File: config.mk
export PLATFORM = sky130hd
export DESIGN_NAME = sonar_top
export DESIGN_NICKNAME = d
export VERILOG_FILES = /design/src/hdl/sonar_pkg.sv /design/src/hdl/pdm_decimator.sv /design/src/hdl/sample_window.sv /design/src/hdl/sonar_channel.sv /design/src/hdl/sonar_clock_gen.sv /design/src/hdl/sonar_top.sv /design/src/hdl/wb_sonar_regs.sv
export SDC_FILE = /design/constraint.sdc
export NUM_CORES = 1
export LEC_CHECK = 0
export ABC_AREA = 1
export BUFFER_PORTS_ARGS = -buffer_cell sky130_fd_sc_hd__buf_2
export CAP_MARGIN = 20
export CORE_MARGIN = 8
export CORE_UTILIZATION = 50
export CTS_CLUSTER_SIZE = 20
export DETAILED_ROUTE_END_ITERATION = 6
export PLACE_DENSITY = 0.66
export SLEW_MARGIN = 40
export SYNTH_ARGS = -nofsm -noshare
export SYNTH_HDL_FRONTEND = slang
export SYNTH_SLANG_ARGS = --single-unit
File: constraint.sdc
create_clock -name wb_clk_i -period 20.7 [get_ports wb_clk_i]
set_input_delay 2.07 -clock wb_clk_i [delete_from_list [all_inputs] [get_ports wb_clk_i]]
set_output_delay 2.07 -clock wb_clk_i [all_outputs]
set_load 0.1 [all_outputs]
File: src/hdl/sonar_pkg.sv
`default_nettype none

package sonar_pkg;

    localparam int BUS_W = 16;                 // Channel data, samples, levels
    localparam logic [3:0] SOC_REGION = 4'd3;  // Address bits 31:28

    // Global word offsets, channels start at word 2
    typedef enum logic [8:0] {
        GLB_STATUS    = 9'd0,
        GLB_PRESCALER = 9'd1
    } glb_reg_e;

    typedef enum logic [3:0] {
        CH_THRESH = 4'd0,  // Read/write
        CH_SAMPLE = 4'd1,  // Read only
        CH_LEVEL  = 4'd2   // Read only
    } chan_reg_e;

    typedef struct packed {
        logic             sel;      // One-cycle access strobe
        logic             we;
        chan_reg_e        reg_ofs;
        logic [BUS_W-1:0] wdat;
    } chan_req_t;

    typedef struct packed {
        logic [BUS_W-1:0] rdat;
    } chan_rsp_t;

    typedef struct packed {
        logic ce_pdm;
        logic ce_pcm;
    } clk_en_t;

endpackage

`default_nettype wire

File: src/hdl/pdm_decimator.sv
`timescale 1ns/100ps
`default_nettype none

module pdm_decimator
    import sonar_pkg::*;
(
    input  wire logic       wb_clk_i,
    input  wire logic       wb_rst_i,
    input  wire clk_en_t    clk_en_i,
    input  wire logic       pdm_i,
    output logic [BUS_W-1:0] sample_o,
    output logic            sample_stb_o
);

    logic [BUS_W-1:0] ones_cnt;
    logic [BUS_W-1:0] ones_nxt;

    // Count includes the current bit, also on the ce_pcm tick
    assign ones_nxt = ones_cnt + BUS_W'(pdm_i);

    always_ff @(posedge wb_clk_i) begin
        if (wb_rst_i) begin
            ones_cnt     <= '0;
            sample_o     <= '0;
            sample_stb_o <= 1'b0;
        end else begin
            sample_stb_o <= 1'b0;
            if (clk_en_i.ce_pcm) begin  // Always coincides with ce_pdm
                sample_o     <= ones_nxt;
                sample_stb_o <= 1'b1;
                ones_cnt     <= '0;
            end else if (clk_en_i.ce_pdm) begin
                ones_cnt <= ones_nxt;
            end
        end
    end

endmodule

`default_nettype wire

File: src/hdl/sample_window.sv
`timescale 1ns/100ps
`default_nettype none

module sample_window
    import sonar_pkg::*;
#(
    parameter int WIN_LOG2 = 2
) (
    input  wire logic             wb_clk_i,
    input  wire logic             wb_rst_i,
    input  wire logic [BUS_W-1:0] sample_i,
    input  wire logic             sample_stb_i,
    output logic [BUS_W-1:0]      level_o,
    output logic                  level_stb_o
);

    localparam int WIN_LEN = 1 << WIN_LOG2;
    localparam int SUM_W   = BUS_W + WIN_LOG2;

    logic [BUS_W-1:0] win [WIN_LEN];
    logic [SUM_W-1:0] sum_q;
    logic [SUM_W-1:0] sum_nxt;

    // Running sum, oldest sample leaves as the new one enters
    assign sum_nxt = sum_q + SUM_W'(sample_i) - SUM_W'(win[WIN_LEN-1]);

    always_ff @(posedge wb_clk_i) begin
        if (wb_rst_i) begin
            for (int i = 0; i < WIN_LEN; i++)
                win[i] <= '0;
            sum_q       <= '0;
            level_o     <= '0;
            level_stb_o <= 1'b0;
        end else begin
            level_stb_o <= sample_stb_i;
            if (sample_stb_i) begin
                win[0] <= sample_i;
                for (int i = 1; i < WIN_LEN; i++)
                    win[i] <= win[i-1];
                sum_q   <= sum_nxt;
                level_o <= BUS_W'(sum_nxt >> WIN_LOG2);  // Window average
            end
        end
    end

endmodule

`default_nettype wire

File: src/hdl/sonar_channel.sv
`timescale 1ns/100ps
`default_nettype none

module sonar_channel
    import sonar_pkg::*;
#(
    parameter int WIN_LOG2 = 2
) (
    input  wire logic      wb_clk_i,
    input  wire logic      wb_rst_i,
    input  wire chan_req_t req_i,
    output chan_rsp_t      rsp_o,
    input  wire clk_en_t   clk_en_i,
    input  wire logic      pdm_i,
    input  wire logic      mclear_i,
    output logic           echo_o
);

    logic [BUS_W-1:0] thresh_q;
    logic [BUS_W-1:0] sample;
    logic             sample_stb;
    logic [BUS_W-1:0] level;
    logic             level_stb;
    logic             thresh_wr;

    pdm_decimator u_dec (
        .wb_clk_i     (wb_clk_i),
        .wb_rst_i     (wb_rst_i),
        .clk_en_i     (clk_en_i),
        .pdm_i        (pdm_i),
        .sample_o     (sample),
        .sample_stb_o (sample_stb)
    );

    sample_window #(
        .WIN_LOG2 (WIN_LOG2)
    ) u_win (
        .wb_clk_i     (wb_clk_i),
        .wb_rst_i     (wb_rst_i),
        .sample_i     (sample),
        .sample_stb_i (sample_stb),
        .level_o      (level),
        .level_stb_o  (level_stb)
    );

    assign thresh_wr = req_i.sel && req_i.we && (req_i.reg_ofs == CH_THRESH);

    always_ff @(posedge wb_clk_i) begin
        if (wb_rst_i) begin
            thresh_q <= '1;  // No level can exceed all ones
            echo_o   <= 1'b0;
        end else begin
            if (thresh_wr)
                thresh_q <= req_i.wdat;
            // Clear wins over a compare in the same cycle
            if (mclear_i || thresh_wr)
                echo_o <= 1'b0;
            else if (level_stb && (level > thresh_q))
                echo_o <= 1'b1;
        end
    end

    // Sample and level are held registers inside the pipeline
    always_comb begin
        case (req_i.reg_ofs)
            CH_THRESH: rsp_o.rdat = thresh_q;
            CH_SAMPLE: rsp_o.rdat = sample;
            CH_LEVEL:  rsp_o.rdat = level;
            default:   rsp_o.rdat = '0;
        endcase
    end

endmodule

`default_nettype wire

File: src/hdl/sonar_clock_gen.sv
`timescale 1ns/100ps
`default_nettype none

module sonar_clock_gen
    import sonar_pkg::*;
#(
    parameter int PDM_DIV = 4
) (
    input  wire logic        wb_clk_i,
    input  wire logic        wb_rst_i,
    input  wire logic [31:0] prescaler_i,
    input  wire logic        prescaler_wr_i,
    output clk_en_t          clk_en_o,
    output logic             mclk_o
);

    localparam int CNT_W = (PDM_DIV > 2) ? $clog2(PDM_DIV) : 1;
    localparam logic [CNT_W-1:0] DIV_LAST = CNT_W'(PDM_DIV - 1);

    logic [CNT_W-1:0] div_cnt;
    logic [CNT_W-1:0] div_nxt;
    logic             ce_pdm;
    logic [31:0]      pcm_cnt;

    assign div_nxt = (div_cnt == DIV_LAST) ? '0 : div_cnt + 1'b1;

    // Start at the last phase so the first rise comes with ce_pdm
    always_ff @(posedge wb_clk_i) begin
        if (wb_rst_i) begin
            div_cnt <= DIV_LAST;
            mclk_o  <= 1'b0;
            ce_pdm  <= 1'b0;
        end else begin
            div_cnt <= div_nxt;
            mclk_o  <= (div_nxt < CNT_W'(PDM_DIV / 2));  // High for first half
            ce_pdm  <= (div_nxt == '0);
        end
    end

    assign clk_en_o.ce_pdm = ce_pdm;
    assign clk_en_o.ce_pcm = ce_pdm && (pcm_cnt == prescaler_i);

    always_ff @(posedge wb_clk_i) begin
        if (wb_rst_i || prescaler_wr_i)
            pcm_cnt <= '0;
        else if (clk_en_o.ce_pcm)
            pcm_cnt <= '0;
        else if (ce_pdm)
            pcm_cnt <= pcm_cnt + 1'b1;
    end

endmodule

`default_nettype wire

File: src/hdl/sonar_top.sv
`timescale 1ns/100ps
`default_nettype none

module sonar_top
    import sonar_pkg::*;
#(
    parameter int N_CHANNELS = 4,
    parameter int PDM_DIV    = 4,
    parameter int WIN_LOG2   = 2
) (
    input  wire logic                  wb_clk_i,
    input  wire logic                  wb_rst_i,
    input  wire logic                  wbs_cyc_i,
    input  wire logic                  wbs_stb_i,
    input  wire logic                  wbs_we_i,
    input  wire logic [3:0]            wbs_sel_i,
    input  wire logic [31:0]           wbs_adr_i,
    input  wire logic [31:0]           wbs_dat_i,
    output logic                       wbs_ack_o,
    output logic [31:0]                wbs_dat_o,
    input  wire logic [N_CHANNELS-1:0] pdm_i,
    input  wire logic                  mclear_i,
    output logic                       mclk_o,
    output logic                       irq_o
);

    clk_en_t                   clk_en;
    logic [31:0]               prescaler;
    logic                      prescaler_wr;
    chan_req_t [N_CHANNELS-1:0] chan_req;
    chan_rsp_t [N_CHANNELS-1:0] chan_rsp;
    logic [N_CHANNELS-1:0]     echo;

    sonar_clock_gen #(
        .PDM_DIV (PDM_DIV)
    ) u_clk (
        .wb_clk_i       (wb_clk_i),
        .wb_rst_i       (wb_rst_i),
        .prescaler_i    (prescaler),
        .prescaler_wr_i (prescaler_wr),
        .clk_en_o       (clk_en),
        .mclk_o         (mclk_o)
    );

    wb_sonar_regs #(
        .N_CHANNELS (N_CHANNELS)
    ) u_regs (
        .wb_clk_i       (wb_clk_i),
        .wb_rst_i       (wb_rst_i),
        .wbs_cyc_i      (wbs_cyc_i),
        .wbs_stb_i      (wbs_stb_i),
        .wbs_we_i       (wbs_we_i),
        .wbs_sel_i      (wbs_sel_i),
        .wbs_adr_i      (wbs_adr_i),
        .wbs_dat_i      (wbs_dat_i),
        .wbs_ack_o      (wbs_ack_o),
        .wbs_dat_o      (wbs_dat_o),
        .chan_req_o     (chan_req),
        .chan_rsp_i     (chan_rsp),
        .echo_i         (echo),
        .prescaler_o    (prescaler),
        .prescaler_wr_o (prescaler_wr),
        .irq_o          (irq_o)
    );

    for (genvar c = 0; c < N_CHANNELS; c++) begin : g_chan
        sonar_channel #(
            .WIN_LOG2 (WIN_LOG2)
        ) u_chan (
            .wb_clk_i (wb_clk_i),
            .wb_rst_i (wb_rst_i),
            .req_i    (chan_req[c]),
            .rsp_o    (chan_rsp[c]),
            .clk_en_i (clk_en),
            .pdm_i    (pdm_i[c]),
            .mclear_i (mclear_i),
            .echo_o   (echo[c])
        );
    end

endmodule

`default_nettype wire

File: src/hdl/wb_sonar_regs.sv
`timescale 1ns/100ps
`default_nettype none

module wb_sonar_regs
    import sonar_pkg::*;
#(
    parameter int N_CHANNELS = 4
) (
    input  wire logic                        wb_clk_i,
    input  wire logic                        wb_rst_i,
    input  wire logic                        wbs_cyc_i,
    input  wire logic                        wbs_stb_i,
    input  wire logic                        wbs_we_i,
    input  wire logic [3:0]                  wbs_sel_i,
    input  wire logic [31:0]                 wbs_adr_i,
    input  wire logic [31:0]                 wbs_dat_i,
    output logic                             wbs_ack_o,
    output logic [31:0]                      wbs_dat_o,
    output chan_req_t [N_CHANNELS-1:0]       chan_req_o,
    input  wire chan_rsp_t [N_CHANNELS-1:0]  chan_rsp_i,
    input  wire logic [N_CHANNELS-1:0]       echo_i,
    output logic [31:0]                      prescaler_o,
    output logic                             prescaler_wr_o,
    output logic                             irq_o
);

    logic                  acc;      // Request edge, ack low
    logic                  wr_en;
    glb_reg_e              word;
    logic [8:0]            chan_ofs;
    logic [4:0]            chan_num;
    logic                  is_chan;
    logic [BUS_W-1:0]      ch_rdat;
    logic [31:0]           rd_nxt;
    logic [N_CHANNELS-1:0] status_q;

    assign acc = wbs_cyc_i && wbs_stb_i && (wbs_adr_i[31:28] == SOC_REGION) && !wbs_ack_o;
    assign wr_en = wbs_we_i && wbs_sel_i[0];

    assign word     = glb_reg_e'(wbs_adr_i[10:2]);
    assign chan_ofs = wbs_adr_i[10:2] - 9'd2;
    assign chan_num = chan_ofs[8:4];
    assign is_chan  = (wbs_adr_i[10:2] >= 9'd2);

    assign prescaler_wr_o = acc && wr_en && (word == GLB_PRESCALER);
    assign irq_o = |status_q;

    // Fields are shared, only the addressed channel sees sel
    always_comb begin
        for (int c = 0; c < N_CHANNELS; c++) begin
            chan_req_o[c].sel     = acc && is_chan && (chan_num == c);
            chan_req_o[c].we      = wr_en;
            chan_req_o[c].reg_ofs = chan_reg_e'(chan_ofs[3:0]);
            chan_req_o[c].wdat    = wbs_dat_i[BUS_W-1:0];
        end
    end

    always_comb begin
        ch_rdat = '0;  // Channels past N_CHANNELS read 0
        for (int c = 0; c < N_CHANNELS; c++) begin
            if (is_chan && (chan_num == c))
                ch_rdat = chan_rsp_i[c].rdat;
        end
        case (word)
            GLB_STATUS:    rd_nxt = 32'(status_q);
            GLB_PRESCALER: rd_nxt = prescaler_o;
            default:       rd_nxt = {{(32-BUS_W){ch_rdat[BUS_W-1]}}, ch_rdat};
        endcase
    end

    always_ff @(posedge wb_clk_i) begin
        if (wb_rst_i) begin
            wbs_ack_o   <= 1'b0;
            status_q    <= '0;
            prescaler_o <= 32'd49;
        end else begin
            wbs_ack_o <= acc;
            status_q  <= echo_i;
            if (prescaler_wr_o)
                prescaler_o <= wbs_dat_i;
        end
    end

    always_ff @(posedge wb_clk_i) begin
        if (acc)
            wbs_dat_o <= rd_nxt;  // Held while ack is high
    end

endmodule

`default_nettype wire

* Yosys cells after proc, flatten, opt, wreduce, memory -nomap -nowiden *
Memories as Yosys holds them, arrays and structs flattened.
Cells that the tools add are included.

operators by class
  $add $sub $neg = 15
  $mul = 0
  divide/modulo/power cells = 0
  $lt $le $gt $ge = 6
  equality and inequality tests = 9
  shifts and indexed selects = 0
  multiplexer cells = 32
  bitwise gates (word level) = 16
  reductions and logical operators = 45

operators by type and width
  operator                                              count
  2-to-1 mux 16 bit                                     20
  case mux 16 bit (3 select lines)                      4
  adder 18 x 16 -> 18 bit                               4
  subtractor 18 x 16 -> 18 bit                          4
  adder 16 x 1 -> 16 bit                                4
  greater-than comparator 16 bit                        4
  case mux 32 bit (2 select lines)                      1
  adder 32 x 1 -> 32 bit (second input constant)        1
  equality test 32 bit                                  1
  logical AND 1 bit                                     28
  bitwise OR 1 bit                                      16
  OR reduction 2 bit                                    6
  equality test 5 x 2 -> 1 bit (second input constant)  2
  equality test 9 x 1 -> 1 bit (second input constant)  1
  >= comparator 9 x 2 -> 1 bit (second input constant)  1
  logical NOT 9 bit                                     1
  subtractor 9 x 2 -> 9 bit (second input constant)     1
  equality test 4 x 2 -> 1 bit (second input constant)  2
  2-to-1 mux 1 bit                                      6
  equality test 5 x 1 -> 1 bit (second input constant)  1
  logical NOT 5 bit                                     1
  logical OR 1 bit                                      5
  equality test 4 x 1 -> 1 bit (second input constant)  1
  logical NOT 4 bit                                     1
  other kinds (7)                                       7

storage, ports and cells
  bits in registers = 439
  bits in latches = 0
  bits in writable memories = 256
  bits in read-only memories = 0
  bits of input ports = 78
  logic and storage cells = 161
  memories kept = 4

memory list
  name                        words  width  read ports  clocked after memory_dff  wr ports  line                 text
  g_chan[0].u_chan.u_win.win  4      16     4           0                         4         sample_window.sv:20  logic [BUS_W-1:0] win [WIN_LEN];
  g_chan[1].u_chan.u_win.win  4      16     4           0                         4         sample_window.sv:20
  g_chan[2].u_chan.u_win.win  4      16     4           0                         4         sample_window.sv:20
  g_chan[3].u_chan.u_win.win  4      16     4           0                         4         sample_window.sv:20

* Longest topological paths before layout *
Gate-level depths: netlist of the first run.

  depth in word-level cells = 9
  mapped depth = 18
  gate-level depth less buffers = 18

* By module *
Synthesis of the first run repeated with hierarchy kept, for this count alone.

second synthesis, totals
  cells, all modules = 4764
  area total of the unflattened synthesis = 37736.2 um^2

modules (own cells, without submodules)
  module                                       instances  cells an instance  area each (um^2)
  sample_window at g_chan[1].u_chan.u_win ...  2          525                4595.7
  pdm_decimator                                4          223                1599.0
  sonar_channel                                4          195                1476.4
  sample_window at g_chan[0].u_chan.u_win      1          525                4611.9
  sample_window at g_chan[3].u_chan.u_win      1          525                4599.4
  wb_sonar_regs                                1          537                4340.4
  sonar_clock_gen                              1          455                2691.3

* Least setup slack after synthesis of the first run *
OpenSTA, ideal clock, no wires.

  path kind = input to register
  from = in wb_rst_i
  to = mem g_chan[0].u_chan.u_win.win[0][0] (enable)
  library setup time = 0.721 ns
  arrival = 9.669 ns
  setup slack = 10.310 ns
  stages = 4
  path buffers = 2
  path through = clkbuf_1 nor2_1 clkinv_1 clkbuf_1

RTL lines
  element      line                 text
  from (decl)  sonar_top.sv:12      input wire logic wb_rst_i,
  to (decl)    sample_window.sv:20

* Worst setup path in the final report of the first run *
  from = in wbs_adr_i[3]
  to = reg u_regs.wbs_dat_o[27], data pin

between the ends
  word-level cells in the longest chain between the ends = 8
  elaborated cells on any way between the ends = 24
  those cells by class = add/sub: 1; order compare: 1; eq/ne: 6; mux: 9; reduce/logical: 7

ends and longest elaborated chain
  element                                                                       line                                      text
  from (decl)                                                                   sonar_top.sv:17                           input wire logic [31:0] wbs_adr_i,
  subtractor 9 x 2 -> 9 bit                                                     wb_sonar_regs.sv:41                       assign chan_ofs = wbs_adr_i[10:2] - 9'd2;
  equality test 4 x 2 -> 1 bit, or another cell as far along                    sonar_channel.sv:65                       case (req_i.reg_ofs)
  case mux 16 bit (3 select lines) / logical AND 1 bit (equally long branches)  sonar_channel.sv:65, wb_sonar_regs.sv:61
  2-to-1 mux 16 bit (4 in series)                                               wb_sonar_regs.sv:61                       if (is_chan && (chan_num == c))
  case mux 32 bit (2 select lines) *                                            wb_sonar_regs.sv:64                       case (word)
  named net u_regs.rd_nxt[27]                                                   wb_sonar_regs.sv:34                       logic [31:0] rd_nxt;
  to (signal assigned)                                                          wb_sonar_regs.sv:86                       wbs_dat_o <= rd_nxt;
  to (decl)                                                                     wb_sonar_regs.sv:18                       output logic [31:0] wbs_dat_o,

Mark *: on every way through the listed nets, which the timed path passes. The rest lies on a longest branch.
A chain may end at the register's enable or synchronous reset.

==> metrics.md, run 1 <==
| Metric | Value |
|---|---|
| Std-Cell Rows | `95` |
| Post-CTS setup buffers | `0` |
| Static Leak | `17.3 nW` |
| Most frequent cells in the layout | `nand2_1, inv_1, nor2_1, dfxtp_1, edfxtp_1` |
| Num CTS Buffers | `70` |
| Critical Path RT | `21,150 ps` |
| Crit Path Max Fanout | `48` |
| Finish-stage setup viols | `0` |
| DRT Pass-1 Iters | `6` |
| Maximum operating frequency | `196 MHz` |
| Synth Register Bits | `631` |
| CTS Buffer Depth | `3` |
| Final period util | `24.6%` |
| Wl on met1 | `42,100 um` |
| Worst rel slew slack | `40.3%` |
| HPWL after DPL | `64,400 um` |
| Worst Hold Launch | `g_chan[3].u_chan.echo_o` |
| Largest net degree at the start of global routing | `112` |
| Distinct cells, synth | `56` |
| Core Util, Final | `55.5%` |
| Final Instance Area | `37,100 sq um` |
| Async SR Flop Fraction | `0%` |
| Min-delay worst type | `register to register` |
| Critical path arrival | `5550 ps` |
| DRC Markers | `0` |
| Hold depth | `2` |
| Sequential fraction of the synthesis area | `46.3%` |
| Cell Area, Synth | `33,500 sq um` |
| RR Endpoint | `g_chan[2].u_chan.u_win.level_o[8]` |
| Cells on worst reg2reg path | `11` |
| Setup TNS | `0 ps` |
| CTS resizes | `0` |
| Die ar. | `75,600 sq um` |
| Total Wirelength | `89,900 um` |
| Post-Layout Cell Count | `5,170` |
| Avg WL per Cell | `17.4 um` |
| Top Layer Used | `met4` |
| Global placement routability congestion | `0.951` |
| CTS H-tree depth | `3` |
| Syn_nets | `4,489` |
| Root Buffer | `clkbuf_16` |
| Status | `completed` |
| Synth warn | `0` |
| Hold-critical path endpoint | `u_regs.status_q[3]` |
| Fraction of layout cells with a size suffix above 1 | `6.35%` |
| Initial drt markers | `2,507` |
| Starting Density | `50.2%` |
| Mean Syn Cell Area | `7.99 sq um` |
| Peak VDD IR | `60.1 uV` |
| Chip height | `275 um` |
| Final hold vios | `0` |
| Initial antenna violation count | `1` |
| Fin crit period | `5090 ps` |
| IO Pins | `113` |
| Post-route antenna net violation count | `0` |
| Skew-Pair Late Insertion Delay | `610 ps` |
| Congestion Overflow GR | `0` |
| Power density over the cells | `74.3 nW/um^2` |
| Met3 wire length | `5630 um` |
| Crit end category | `register` |
| Transition at the pin with the smallest max-transition slack | `893 ps` |
| Setup Skew | `25.9 ps` |
| Synth Instances | `4,199` |
| CTS sink cnt | `631` |
| Die W | `275 um` |
| First-pass GRT wire length | `141,000 um` |
| Count of pins over their slew limit | `0` |
| Placed cells | `5,039` |
| Core area | `66,800 sq um` |
| Ys flop type | `dfxtp_1` |
| Max-Cap Viols | `0` |
| Most common cell after layout, fill and taps aside | `nand2_1` |
| Placed cell area | `34,700 sq um` |
| Post-cts hold buffer count | `0` |
| Critical path launch point | `wbs_adr_i[3]` |
| RSZ-0062 raised after global routing | `false` |
| Crit path launch type | `input pin` |
| Number of synthesized flops with an enable pin | `288` |
| Clk pin slew, worst setup/hold paths | `60 ps` |
| TritonCTS clock tree | `yes` |
| Gr usage total | `23.8%` |
| Crit Reg-Reg Startpoint | `g_chan[2].u_chan.u_dec.sample_o[1]` |
| Routed vias | `27,100` |
| Crit Path Category | `input pin to register` |
| Vias in the first global route | `25,400` |
| DR vias/cell | `5.25` |
| Met2 WL | `39,700 um` |
| Flop-to-flop setup slack | `17,640 ps` |
| Nets@finish | `4,529` |
| Area delta synth->final | `10.6%` |
| Count of input and output buffers | `90` |
## Yosys cell counts, drive strengths merged, types with 8 or more instances
| cell | count | area [sq um] |
|---|---|---|
| a21oi | 194 | 975 |
| buf | 53 | 297 |
| clkbuf | 89 | 335 |
| dfxtp | 343 | 6870 |
| edfxtp | 288 | 8650 |
| fa | 64 | 1280 |
| ha | 148 | 1850 |
| inv | 749 | 2810 |
| nand2 | 854 | 3220 |
| nand3 | 200 | 1020 |
| nand3b | 8 | 60.1 |
| nand4 | 58 | 375 |
| nor2 | 626 | 2390 |
| nor3 | 52 | 265 |
| o211ai | 79 | 598 |
| o21ai | 177 | 886 |
| o22ai | 61 | 382 |
| or2 | 9 | 56.3 |
| xnor2 | 19 | 166 |
| xor2 | 72 | 649 |
## kinds of logic after synthesis
| kind of cell | Yosys count | share of synthesized area (%) |
|---|---|---|
| xor+xnor | 91 | 2.43 |
| flops | 631 | 46.3 |
| fa+ha+maj | 212 | 9.34 |
| simple gates | 1831 | 22.5 |
| compound gates | 541 | 9.15 |
| buf+inv | 893 | 10.3 |
## sequential cells by signal, summed over array words and instances (netlist names), 2 cells and up
signal / cells
u_clk.pcm_cnt: 32
g_chan.u_chan.u_dec.sample_o: 64
g_chan.u_chan.u_win.win: 256
u_clk.div_cnt: 2
u_regs.wbs_dat_o: 32
g_chan.u_chan.u_win.level_o: 64
u_regs.status_q: 4
u_regs.prescaler_o: 32
g_chan.u_chan.u_dec.ones_cnt: 64
g_chan.u_chan.u_win.sum_q: 8
g_chan.u_chan.thresh_q: 64
g_chan.u_chan.echo_o: 4
## final cells by class
cell class	instances	area, sq um
multi-input combinational	2675	14600
clock buffer	98	2030
tap	873	1090
timing repair buffer	110	639
clock inverter	31	339
inverter	751	2840
antenna	1	2.50
sequential	631	15500
fill	6319	29700
## how the worst max path moves through the flow
stage / depth (start not counted) / slack (ps) / endpoint
2_1_floorplan: 4 / 10310 / g_chan[0].u_chan.u_win.win[0][0]
3_3_place_gp: 13 / 15120 / u_regs.wbs_dat_o[29]
3_5_place_dp: 13 / 15060 / u_regs.wbs_dat_o[27]
4_1_cts: 13 / 15680 / u_regs.wbs_dat_o[27]
5_1_grt: 13 / 15340 / u_regs.wbs_dat_o[16]
6_report: 13 / 15610 / u_regs.wbs_dat_o[27]
## through the flow
step / power, mW / hold WS, ps / setup slack [ps]
floorplan: 1.46 / 410 / 10310
global placement: 1.49 / 417 / 15120
detailed placement: 1.50 / 418 / 15060
CTS: 2.78 / 426 / 15680
global route: 2.84 / 443 / 15340
finish: 2.76 / 438 / 15610
## power by group
group | leakage [nW] | internal, mW | switching, mW | total, mW
sequential | 5.72 | 1.32 | 0.0119 | 1.34
clock | 1.15 | 0.764 | 0.522 | 1.29
combinational | 10.4 | 0.0335 | 0.101 | 0.135
total | 17.3 | 2.12 | 0.635 | 2.76
## metal layers
metal  track usage [%]  up-vias
li1                  -    13500
met4              6.94        0
met3              2.89      136
met5                 0        -
met1              34.6    12800
met2              36.9      745
## critical path: stages
cell	delay, ps
buf_2	140
inv_2	140
ha_1	270
inv_2	50
a21oi_2	520
nand3_4	700
inv_2	640
nand2_1	100
nand4_1	110
o21ai_1	70
nand2_1	80
nand3_2	380
nand2_1	210
Note: power is estimated with default switching activity, not from simulation.
==> run 2, diff against run 1 <==
- PLACE_DENSITY: 0.66 -> 0.69
- clock period: 20.7 -> 4.6 ns (I/O delays scaled with it)
==> run 2 against run 1 <==
Effect of this change: setup slack lost 14000 ps; via count grew 0.72%; first-iteration DRC count shrank 5.8%; critical path type is now register to register; largest cell class unchanged; global-route usage is essentially flat; critical endpoint is now g_chan[3].u_chan.u_win.level_o[8]; sequential cell count is the same; sequential power grew to 4.5 times the previous value; combinational power grew to 4.6 times the previous value.
==> metrics.md, run 2 (synthesized netlist as in run 1, its figures left out) <==
| Metric | Value |
|---|---|
| Status | `completed` |
| CTS resizes | `0` |
| CTS Buffer Depth | `3` |
| Fraction of layout cells with a size suffix above 1 | `6.39%` |
| Final Instance Area | `37,100 sq um` |
| Peak VDD IR | `301 uV` |
| Initial antenna violation count | `2` |
| Static Leak | `17.3 nW` |
| Clk pin slew, worst setup/hold paths | `60 ps` |
| Nets@finish | `4,540` |
| Area delta synth->final | `10.5%` |
| Count of input and output buffers | `90` |
| Crit end category | `register` |
| Die W | `275 um` |
| Transition at the pin with the smallest max-transition slack | `920 ps` |
| Biggest register | `g_chan.u_chan.u_win.win` |
| Met1 GRT Util | `34.1%` |
| Crit Path Category | `register to register` |
| Fillers | `6,256` |
| IO Pins | `113` |
| Congestion Overflow GR | `0` |
| CTS sink cnt | `631` |
| Tot Pwr | `12.1 mW` |
| Die ar. | `75,600 sq um` |
| Skew-Pair Late Insertion Delay | `600 ps` |
| Worst rel slew slack | `38.4%` |
| Most common cell after layout, fill and taps aside | `nand2_1` |
| Most frequent cells in the layout | `nand2_1, inv_1, nor2_1, dfxtp_1, edfxtp_1` |
| Global placement routability congestion | `0.980` |
| RR Endpoint | `g_chan[3].u_chan.u_win.level_o[8]` |
| Num CTS Buffers | `71` |
| Total Wirelength | `90,600 um` |
| Std-Cell Rows | `95` |
| Critical Path Sink | `g_chan[3].u_chan.u_win.level_o[8]` |
| GR peak layer | `met2` |
| Fin crit period | `2960 ps` |
| Chip height | `275 um` |
| Cells on worst reg2reg path | `14` |
| Setup TNS | `0 ps` |
| Setup Skew | `25.3 ps` |
| Starting Density | `50.2%` |
| Avg WL per Cell | `17.5 um` |
| Post-cts hold buffer count | `0` |
| Routed vias | `27,300` |
| DRT Pass-1 Iters | `7` |
| Crit Reg-Reg Startpoint | `g_chan[3].u_chan.u_dec.sample_o[0]` |
| Multi-input gate area | `14,600 sq um` |
| Crit path launch type | `register` |
| DRC Markers | `0` |
| DR vias/cell | `5.28` |
| Flop-to-flop setup slack | `1640 ps` |
| Max-Cap Viols | `0` |
| Count of pins over their slew limit | `0` |
| Worst path slowest cell | `o21ai_0` |
| Finish-stage setup viols | `0` |
| Vias in the first global route | `25,400` |
| Cell mode on critical path | `nand2_1` |
| Sequential cell area | `15,500 sq um` |
| RSZ-0062 raised after global routing | `false` |
| HPWL after DPL | `65,100 um` |
| Max reg flops | `256` |
| Met2 global-route usage | `36.9%` |
| CP Cell Sequence | `inv_1 > ha_1 > inv_1 > ha_1 > inv_1 > fa_1 > o21ai_0 > a21oi_1 > o21ai_0 > nand2_1 > nand2_1 > nand2_1 > nand3_1 > nand2_1` |
| Placed cell area | `34,800 sq um` |
| CTS H-tree depth | `3` |
| First-pass GRT wire length | `141,000 um` |
| Core area | `66,800 sq um` |
| Root Buffer | `clkbuf_16` |
| Power density over the cells | `325 nW/um^2` |
| TritonCTS clock tree | `yes` |
| Initial drt markers | `2,362` |
| Post-CTS setup buffers | `0` |
| Critical path arrival | `3450 ps` |
| Maximum operating frequency | `338 MHz` |
| Critical Path RT | `5090 ps` |
| Post-route antenna net violation count | `0` |
| Slowest cell delay on critical path | `450 ps` |
| Final hold vios | `0` |
| Largest net degree at the start of global routing | `108` |
| Min-delay worst type | `input pin to register` |
| M3 GR Usage | `3.83%` |
| Crit Path Max Fanout | `4` |
| Critical path launch point | `g_chan[3].u_chan.u_dec.sample_o[0]` |
| Gr usage total | `23.8%` |
| Final period util | `64.3%` |
-- run 2: cell types whose count changed in the layout (fill, tap and decap cells not counted), sizes merged --
cell and change:
clkinv +5, clkbuf +1, inv -2, clkinvlp -1
bufinv -4, buf +10, diode +1
-- run 2: layout make-up --
| class | count | share of cell area, % |
|---|---|---|
| diodes | 2 | 0.0135 |
| clock buffers | 99 | 5.36 |
| clock inverters | 29 | 0.591 |
| inverters | 751 | 7.65 |
| multi-input cells | 2675 | 39.5 |
| flip-flops and latches | 631 | 41.9 |
| well taps | 873 | 2.95 |
| repair buffers | 120 | 2.11 |
-- run 2: worst min-delay path by stage --
stage	startpoint	end	slack (ps)	cells past startpoint
6_report	wbs_dat_i[19]	u_regs.prescaler_o[19]	120	3
5_1_grt	wbs_dat_i[16]	u_regs.prescaler_o[16]	130	3
4_1_cts	wbs_dat_i[19]	u_regs.prescaler_o[19]	100	3
3_5_place_dp	g_chan[3].u_chan.echo_o	u_regs.status_q[3]	440	2
3_3_place_gp	g_chan[3].u_chan.echo_o	u_regs.status_q[3]	420	2
2_1_floorplan	g_chan[0].u_chan.echo_o	u_regs.status_q[0]	410	2
-- run 2: metal layers --
layer  up-vias  wire, um  part of all wire [%]
met2       858     39500                    44
li1      13500         -                     -
met4         0      2820                   3.1
met1     12800     41100                    45
met3       185      7220                   8.0
met5         -         0                     0
-- run 2: stage by stage --
stage,setup WS (ps),hold WS (ps),cells,util (%)
2_1_floorplan,1300,410,4199,-
3_3_place_gp,1240,418,5048,52.0
3_5_place_dp,1140,437,5049,52.1
4_1_cts,1710,96.4,5177,55.4
5_1_grt,1450,131,5178,55.5
6_report,1640,118,5180,55.5
-- run 2: where the power goes --
| group | switching, mW | leakage [nW] | internal, mW | total [mW] |
|---|---|---|---|---|
| clock network | 2.29 | 1.08 | 3.14 | 5.43 |
| logic | 0.466 | 10.5 | 0.159 | 0.625 |
| registers | 0.0502 | 5.72 | 5.96 | 6.01 |
| total | 2.81 | 17.3 | 9.25 | 12.1 |
-- run 2: critical path: cells and delay by family (launching register included) --
kind	cells	cell delay, ps
compound gates	3	950
fa+ha+maj	3	870
buf+inv	3	320
flops	1	310
simple gates	5	390
